File: src/hw/spi_pkg.sv
/* SPI multi-channel master types */

package spi_pkg;

    // ------------------------------
    // Widths
    // ------------------------------
    localparam int DATA_W = 8;
    localparam int CHAN_W = 2;
    // SCLK half period is div+1 clocks
    localparam int DIV_W  = 4;

    // ------------------------------
    // Command word
    // ------------------------------
    typedef enum logic {
        OP_XFER = 1'b0,
        OP_CFG  = 1'b1
    } spi_op_e;

    typedef struct packed {
        logic [CHAN_W-1:0] chan;
        logic [DATA_W-1:0] tx_data;
    } spi_xfer_s;

    // Padding keeps div in the low bits, chan on top in both forms
    typedef struct packed {
        logic [CHAN_W-1:0]       chan;
        logic [DATA_W-DIV_W-1:0] rsvd;
        logic [DIV_W-1:0]        div;
    } spi_cfg_s;

    typedef union packed {
        spi_xfer_s xfer;
        spi_cfg_s  cfg;
    } spi_payload_u;

    typedef struct packed {
        spi_op_e      op;
        spi_payload_u payload;
    } spi_cmd_s;

    // Collector output
    typedef struct packed {
        logic [CHAN_W-1:0] chan;
        logic [DATA_W-1:0] rx_data;
    } spi_result_s;

endpackage

File: src/hw/spi_cmd_dispatch.sv
/* SPI command dispatcher */

`timescale 1ns/1ps

module spi_cmd_dispatch
    import spi_pkg::*;
#(
    parameter int NUM_CHAN = 4
) (
    input  logic                clk,
    input  logic                rst_n,
    input  spi_cmd_s            cmd,
    input  logic                cmd_valid,
    input  logic [NUM_CHAN-1:0] busy,
    output logic [NUM_CHAN-1:0] start,
    output logic [NUM_CHAN-1:0] div_wr,
    output logic [DATA_W-1:0]   tx_data,
    output logic [DIV_W-1:0]    div_data,
    output logic                cmd_reject
);

    logic [CHAN_W-1:0]   chan;
    logic                chan_ok;
    logic [NUM_CHAN-1:0] occupied;
    logic                accept;

    // Chan sits in the same bits in both payload forms
    assign chan = cmd.payload.xfer.chan;

    assign chan_ok = int'(chan) < NUM_CHAN;

    // Start from last cycle covers the gap before busy rises
    assign occupied = busy | start;
    assign accept   = chan_ok && !occupied[chan];

    always_ff @(posedge clk or negedge rst_n) begin
        if (!rst_n) begin
            start      <= '0;
            div_wr     <= '0;
            cmd_reject <= 1'b0;
        end else begin
            start      <= '0;
            div_wr     <= '0;
            cmd_reject <= 1'b0;
            if (cmd_valid) begin
                if (!accept) begin
                    cmd_reject <= 1'b1;
                end else if (cmd.op == OP_XFER) begin
                    start[chan] <= 1'b1;
                end else begin
                    div_wr[chan] <= 1'b1;
                end
            end
        end
    end

    // Shared data, qualified by the strobes
    always_ff @(posedge clk) begin
        if (cmd_valid) begin
            tx_data  <= cmd.payload.xfer.tx_data;
            div_data <= cmd.payload.cfg.div;
        end
    end

endmodule

File: src/hw/spi_channel_engine.sv
/* SPI master channel engine */

`timescale 1ns/1ps

module spi_channel_engine
    import spi_pkg::*;
#(
    parameter logic [DIV_W-1:0] DEFAULT_DIV = 1
) (
    input  logic              clk,
    input  logic              rst_n,
    input  logic              start,
    input  logic [DATA_W-1:0] tx_data,
    input  logic              div_wr,
    input  logic [DIV_W-1:0]  div_data,
    input  logic              miso,
    output logic              busy,
    output logic              sclk,
    output logic              cs_n,
    output logic              mosi,
    output logic              done,
    output logic [DATA_W-1:0] rx_data
);

    localparam int CNT_W = $clog2(DATA_W) + 1;

    typedef enum logic [1:0] {
        ST_IDLE,
        ST_LOAD,
        ST_SHIFT,
        ST_FINISH
    } state_e;

    state_e            state;
    logic [DIV_W-1:0]  div_reg;
    logic [DIV_W-1:0]  div_cnt;
    logic [CNT_W-1:0]  bit_cnt;
    logic [DATA_W-1:0] shreg;
    logic              tick;

    // SCLK edge due this cycle
    assign tick = (div_cnt == '0);

    // Divider only changes between transfers
    always_ff @(posedge clk or negedge rst_n) begin
        if (!rst_n) begin
            div_reg <= DEFAULT_DIV;
        end else if (div_wr && state == ST_IDLE) begin
            div_reg <= div_data;
        end
    end

    // ------------------------------
    // Transfer FSM
    // ------------------------------
    always_ff @(posedge clk or negedge rst_n) begin
        if (!rst_n) begin
            state   <= ST_IDLE;
            busy    <= 1'b0;
            sclk    <= 1'b0;
            cs_n    <= 1'b1;
            mosi    <= 1'b0;
            done    <= 1'b0;
            div_cnt <= '0;
            bit_cnt <= '0;
        end else begin
            done <= 1'b0;
            case (state)
                ST_IDLE: begin
                    if (start) begin
                        busy  <= 1'b1;
                        state <= ST_LOAD;
                    end
                end
                ST_LOAD: begin
                    cs_n    <= 1'b0;
                    mosi    <= shreg[DATA_W-1];
                    div_cnt <= div_reg;
                    bit_cnt <= CNT_W'(DATA_W);
                    state   <= ST_SHIFT;
                end
                ST_SHIFT: begin
                    if (tick) begin
                        div_cnt <= div_reg;
                        sclk    <= ~sclk;
                        if (!sclk) begin
                            bit_cnt <= bit_cnt - 1'b1;
                        end else if (bit_cnt == '0) begin
                            // Last falling edge, no more bits to drive
                            state <= ST_FINISH;
                        end else begin
                            mosi <= shreg[DATA_W-1];
                        end
                    end else begin
                        div_cnt <= div_cnt - 1'b1;
                    end
                end
                ST_FINISH: begin
                    cs_n  <= 1'b1;
                    busy  <= 1'b0;
                    done  <= 1'b1;
                    mosi  <= 1'b0;
                    state <= ST_IDLE;
                end
            endcase
        end
    end

    // Shift register, MISO enters on rising SCLK
    always_ff @(posedge clk) begin
        if (state == ST_IDLE && start) begin
            shreg <= tx_data;
        end else if (state == ST_SHIFT && tick && !sclk) begin
            shreg <= {shreg[DATA_W-2:0], miso};
        end
        if (state == ST_FINISH) begin
            rx_data <= shreg;
        end
    end

endmodule

File: src/hw/spi_result_collect.sv
/* SPI result collector */

`timescale 1ns/1ps

module spi_result_collect
    import spi_pkg::*;
#(
    parameter int NUM_CHAN = 4
) (
    input  logic                clk,
    input  logic                rst_n,
    input  logic [NUM_CHAN-1:0] done,
    input  logic [DATA_W-1:0]   rx_data [NUM_CHAN],
    output spi_result_s         result,
    output logic                result_valid
);

    logic [NUM_CHAN-1:0] pend;
    logic [NUM_CHAN-1:0] grant;
    logic [DATA_W-1:0]   hold [NUM_CHAN];
    logic [CHAN_W-1:0]   pick;

    // ------------------------------
    // Fixed priority, lowest first
    // ------------------------------
    assign grant = pend & (~pend + NUM_CHAN'(1));

    always_comb begin
        pick = '0;
        for (int i = 0; i < NUM_CHAN; i++) begin
            if (grant[i]) begin
                pick = CHAN_W'(i);
            end
        end
    end

    assign result_valid = |pend;
    assign result       = '{chan: pick, rx_data: hold[pick]};

    // Granted flag drops at the edge ending its output cycle
    always_ff @(posedge clk or negedge rst_n) begin
        if (!rst_n) begin
            pend <= '0;
        end else begin
            pend <= (pend & ~grant) | done;
        end
    end

    // Received bytes wait here until picked
    always_ff @(posedge clk) begin
        for (int i = 0; i < NUM_CHAN; i++) begin
            if (done[i]) begin
                hold[i] <= rx_data[i];
            end
        end
    end

endmodule

File: src/hw/spi_multi_master.sv
/* Four-channel SPI master */

`timescale 1ns/1ps

module spi_multi_master
    import spi_pkg::*;
#(
    parameter int               NUM_CHAN    = 4,
    parameter logic [DIV_W-1:0] DEFAULT_DIV = 1
) (
    input  logic                clk,
    input  logic                rst_n,
    input  spi_cmd_s            cmd,
    input  logic                cmd_valid,
    output logic                cmd_reject,
    output spi_result_s         result,
    output logic                result_valid,
    output logic [NUM_CHAN-1:0] busy,
    output logic [NUM_CHAN-1:0] sclk,
    output logic [NUM_CHAN-1:0] cs_n,
    output logic [NUM_CHAN-1:0] mosi,
    input  logic [NUM_CHAN-1:0] miso
);

    logic [NUM_CHAN-1:0] start;
    logic [NUM_CHAN-1:0] div_wr;
    logic [DATA_W-1:0]   tx_data;
    logic [DIV_W-1:0]    div_data;
    logic [NUM_CHAN-1:0] done;
    logic [DATA_W-1:0]   rx_data [NUM_CHAN];

    spi_cmd_dispatch #(
        .NUM_CHAN (NUM_CHAN)
    ) u_dispatch (
        .clk        (clk),
        .rst_n      (rst_n),
        .cmd        (cmd),
        .cmd_valid  (cmd_valid),
        .busy       (busy),
        .start      (start),
        .div_wr     (div_wr),
        .tx_data    (tx_data),
        .div_data   (div_data),
        .cmd_reject (cmd_reject)
    );

    // One engine per channel
    for (genvar i = 0; i < NUM_CHAN; i++) begin : g_chan
        spi_channel_engine #(
            .DEFAULT_DIV (DEFAULT_DIV)
        ) u_engine (
            .clk      (clk),
            .rst_n    (rst_n),
            .start    (start[i]),
            .tx_data  (tx_data),
            .div_wr   (div_wr[i]),
            .div_data (div_data),
            .miso     (miso[i]),
            .busy     (busy[i]),
            .sclk     (sclk[i]),
            .cs_n     (cs_n[i]),
            .mosi     (mosi[i]),
            .done     (done[i]),
            .rx_data  (rx_data[i])
        );
    end

    spi_result_collect #(
        .NUM_CHAN (NUM_CHAN)
    ) u_collect (
        .clk          (clk),
        .rst_n        (rst_n),
        .done         (done),
        .rx_data      (rx_data),
        .result       (result),
        .result_valid (result_valid)
    );

endmodule

File: config.mk
export PLATFORM = sky130hd
export DESIGN_NAME = spi_multi_master
export DESIGN_NICKNAME = d
export VERILOG_FILES = /design/src/hw/spi_pkg.sv /design/src/hw/spi_cmd_dispatch.sv /design/src/hw/spi_channel_engine.sv /design/src/hw/spi_result_collect.sv /design/src/hw/spi_multi_master.sv
export SDC_FILE = /design/constraint.sdc
export NUM_CORES = 1
export LEC_CHECK = 0
export ABC_AREA = 1
export BUFFER_PORTS_ARGS = -buffer_cell sky130_fd_sc_hd__buf_2
export CAP_MARGIN = 20
export CORE_ASPECT_RATIO = 0.9
export CORE_MARGIN = 8
export CORE_UTILIZATION = 55
export CTS_BUF_LIST = sky130_fd_sc_hd__clkbuf_8
export CTS_CLUSTER_DIAMETER = 120
export DETAILED_ROUTE_END_ITERATION = 8
export GPL_ROUTABILITY_DRIVEN = 0
export HOLD_SLACK_MARGIN = 0.05
export PLACE_DENSITY = 0.86
export SYNTH_ARGS = -nofsm -noshare
export SYNTH_HDL_FRONTEND = slang
export SYNTH_SLANG_ARGS = --single-unit
File: constraint.sdc
create_clock -name clk -period 1.4 [get_ports clk]
set_input_delay 0.14 -clock clk [delete_from_list [all_inputs] [get_ports clk]]
set_output_delay 0.14 -clock clk [all_outputs]
set_load 0.1 [all_outputs]
---- After elaboration in Yosys (flattened, before gate mapping) ----
Memory sizes are Yosys's and may differ from the RTL's.
Cells that the tools add are included.
storage, ports and cells
  bits in registers ....................... 165
  bits in latches ......................... 0
  memory bits (writable) .................. 32
  ROM bits ................................ 0
  bits of input ports ..................... 18
  logic and storage cells ................. 285
  memories ................................ 1
operators by class
  add/sub/neg operators ................... 9
  multipliers ............................. 0
  divide/modulo/power cells ............... 0
  magnitude comparators ................... 2
  eq/ne operators ......................... 36
  shifts and indexed selects .............. 0
  mux-type cells .......................... 103
  bitwise operators ....................... 10
  reductions and logical operators ........ 74
memories
  name            words  bits a word  read ports  clocked after Yosys merged registers in  wr ports  line                      RTL
  u_collect.hold  4      8            1           0                                        4         spi_result_collect.sv:20  logic [DATA_W-1:0] hold [NUM_CHAN];
operators by type and width
  cell                                                   count
  2-to-1 mux 4 bit                                       18
  2-to-1 mux 8 bit                                       8
  case mux 4 bit (2 select lines)                        8
  2-to-1 mux 2 bit                                       18
  2-to-1 mux 1 bit                                       33
  zero test 4 bit                                        8
  case mux 2 bit (4 select lines)                        4
  AND reduction 4 bit                                    8
  nonzero test 2 bit                                     16
  subtractor 4 x 1 -> 4 bit, second input constant       8
  inequality test 2 x 1 -> 1 bit, second input constant  12
  inequality test 2 bit, second input constant           12
  logical AND 1 bit                                      17
  equality test 2 bit, second input constant             8
  case mux 1 bit (2 select lines)                        8
  AND reduction 2 bit                                    8
  case mux 1 bit (3 select lines)                        4
  AND reduction 3 bit                                    4
  nonzero test 3 bit                                     4
  bitwise AND 4 bit                                      2
  equality test 2 x 1 -> 1 bit, second input constant    4
  zero test 2 bit                                        4
  NOT 4 bit                                              2
  OR 4 bit                                               2
  other kinds (8)                                        14

---- Logic depth before layout (Yosys ltp) ----
  depth in word-level cells ............... 7
  depth in mapped cells ................... 9
  gate-level depth less buffers ........... 8

---- Cells and area by module ----
A second synthesis with hierarchy kept.
second synthesis, totals
  cell total of the unflattened synthesis .. 902
  area, all modules ....................... 8921.1 µm²
modules (own cells, without submodules)
  module              instances  cells each  area an instance (µm²)
  spi_channel_engine  4          169         1651.6
  spi_result_collect  1          144         1552.7
  spi_cmd_dispatch    1          82          762.0

---- Worst setup path before layout ----
OpenSTA, ideal clock, no wires.
  kind .................................... register to output
  start ................................... reg u_collect.pend[0]
  end ..................................... out result[0] (netlist name)
  arrival ................................. 2.091 ns
  required time ........................... 1.260 ns
  slack ................................... -0.831 ns
  cell stages (with the launch flop) ...... 6
  path through ............................ dfrtp_1 -> nor2_2 -> inv_2 -> a21oi_4 -> nand3_1 -> nand2_1
RTL lines
  item                    line                      RTL
  start, declared         spi_result_collect.sv:18  logic [NUM_CHAN-1:0] pend;
  start signal, assigned  spi_result_collect.sv:45  pend <= (pend & ~grant) | done;
  end, declared           spi_multi_master.sv:16    output spi_result_s result,

==> impl_metrics.yaml <==
cts:
  path_clk_slew_ns: 0.09
  htreeDepth: 4
  ctsRootBufferMaster: "clkbuf_8"
  cts_tree: "built"
  clock_latency_ns: 0.48
  cts.sinks: 193
  cts_buffers: 17
  clockBufferDepth: 2
global_route:
  grt_max_degree: 90
  grt_pass1_wl_um: 30200
  grt_pass1_vias: 6329
  grt_usage_pct: 19.1
  antenna_found_initial: 0
  overflow: 0
worst_setup_path:
  cp_cell_sequence: "inv_2, nand2_4, nand2_8, buf_12, nand3b_1, nand3_2, nand2_4, buf_12"
  cp_max_fo: 8
  crit_slowest_cell: "dfrtp_1"
  r2r_start: "g_chan[2].u_engine.state[0]"
  critPathLaunchType: "register"
  critPathMaxStageDelay_ns: 0.43
  path_buf_inv: 3
  crit_start: "u_collect.pend[2]"
  worstSetupPathType: "reg -> out"
  crit_path_end_kind: "primary output"
  cp.required_ns: 1.26
  cp_num_cells: 8
  cp.arrival_ns: 1.80
  reg2reg_depth: 8
  critPathTopFamily: "simple AND/OR/NAND/NOR gates"
floorplan:
  core-area_mm2: 0.0154
  die_y_um: 135
  rows: 43
  io_pins: 46
  start_util_pct: 56.0
  dieArea_mm2: 0.0199
  die_w_um: 148
cells_and_area:
  multi_input_area_mm2: 0.00323
  n_antenna_cell: 0
  nets: 1015
  nFillCells: 993
  finalNonFillerCells: 1182
  reg_top3: "g_chan.u_engine.rx_data (32), g_chan.u_engine.shreg (32), u_collect.hold (32)"
  seq_area_mm2: 0.00536
  drive_gt1_share_pct: 27.9
  area_growth_syn_to_layout_pct: 26.7
synthesis:
  avgSynthCellArea_um2: 10.2
  synth_cell_type_count: 31
  synth_seq_area_share_pct: 62.2
  syn-num-nets: 893
  synth_common_cells: "nand2_1 (224), inv_1 (105), edfxtp_1 (104)"
  yosysMostFrequentCell: "nand2_1"
  ys_seq_elements: 193
  synthArstFlopShare_pct: 46.1
  ys.flop_type: "edfxtp_1"
  synth-edff-count: 104
  syn_inst: 845
  yosysTopAreaCell: "edfxtp_1"
  synth_area_leaders: "edfxtp_1 (36%), dfrtp_1 (24%), nand2_1 (9.8%)"
  syn-cell-area_mm2: 0.00861
  synth_warnings: 0
  netlist.area_leader.share_pct: 36.3
drt:
  wl_per_cell_um: 17.4
  drtIter0Drc: 736
  ant_nets: 0
  drt-vias-per-instance: 5.51
  drt-total-wl_um: 20600
  first_pass_iters: 6
  via_count: 6515
  drc: 0
placement:
  dp_slack_ns: -0.0978
  numPortBuffers: 45
  dp_hpwl_um: 13000
  dpl.cell_count: 1110
timing:
  setup_slack_ns: -0.544
  setup_tns_ns: -6.33
  final-max-slew-violation-count: 0
  fmax_mhz: 514
  tightest_slew_ns: 0.544
  relSlewSlack_pct: 63.7
  rsz0062_at_grt: "yes"
  fin_skew_ns: 0.0131
  setup_violations: 32
  fin_hold_ws_ns: 0.186
  fin_crit_sh_pct: 139
  min_period_ns: 1.94
  hold_viol_final: 0
worst_hold_path:
  min_from: "cmd[8]"
  hold_depth: 4
  worstHoldPathType: "in -> reg"
run:
  maxCapViolCount: 0
status:
  status: "finished with violations"
  violations: "setup timing"
==> per-stage QoR <==
stage               area, um^2  util (%)
floorplan                 8760         -
global placement          9650      62.7
detailed placement        9650      62.7
CTS                      10400      67.7
global route             10900      70.9
finish                   10900      70.9
==> metal layers <==
layer	vias up	part of all wire [%]	global-route usage [%]
met1	3155	39	22.6
met2	283	52	33.2
li1	3023	-	-
met5	-	0	0
met4	0	2.3	7.47
met3	54	7.0	4.48
==> cell type report <==
cell class / instances / share of cell area (%)
Inverter: 110 / 3.86
Tap cell: 202 / 2.32
Sequential cell: 193 / 49.1
Timing Repair Buffer: 129 / 11.6
Clock buffer: 17 / 2.14
Clock inverter: 15 / 1.31
Multi-Input combinational cell: 516 / 29.6
==> cells by family after synthesis <==
family / Yosys count / share of synthesized area [%]
AO/OA/AOI/OAI: 106 / 7.00
XOR/XNOR: 1 / 0.102
adder cells (fa/ha/maj): 30 / 4.36
buffers and inverters: 139 / 7.04
flip-flops: 193 / 62.2
AND/OR/NAND/NOR: 376 / 19.3
==> tightest hold or removal path, stage by stage <==
cell	delay [ns]
dlymetal6s4s_1	0.25
nor2_1	0.07
nand2_1	0.11
nor2_1	0.05
==> cells in the final DEF, fill, tap and decap left out, drive strengths merged <==
cell / n
o21ai: 78
nand3: 66
clkinv: 8
or2: 3
clkinvlp: 3
inv: 112
dlygate4sd3: 17
o21bai: 10
xor2: 1
bufinv: 2
nand2: 234
edfxtp: 104
dfstp: 8
nand4: 8
o2bb2ai: 3
dlymetal6s4s: 1
a21oi: 10
nand3b: 25
dfrtp: 81
clkbuf: 17
ha: 30
o22ai: 5
buf: 111
nor2: 43
==> final timing paths <==
path / end / slack [ns]
min reg2reg: u_collect.hold[2][4] / 0.43
min: u_dispatch.div_wr[0] / 0.19
max: result[6] / -0.54
max in group asynchronous: g_chan[2].u_engine.state[1] / 0.70
min in group asynchronous: g_chan[0].u_engine.bit_cnt[2] / 0.21
max reg2reg: g_chan[2].u_engine.state[1] / -0.14
==> repair_timing <==
item,in CTS,in global routing
resized for setup,46,94
buffers inserted,5,15
gates cloned,0,3
endpoints found under the setup margin,98,108
pin swaps,4,44
hold endpoints to repair,110,0
hold buffers,19,0
Power is left out: the tool's default activity adds up to more than one toggle a clock period on the data nets, which glitch-free logic cannot reach.
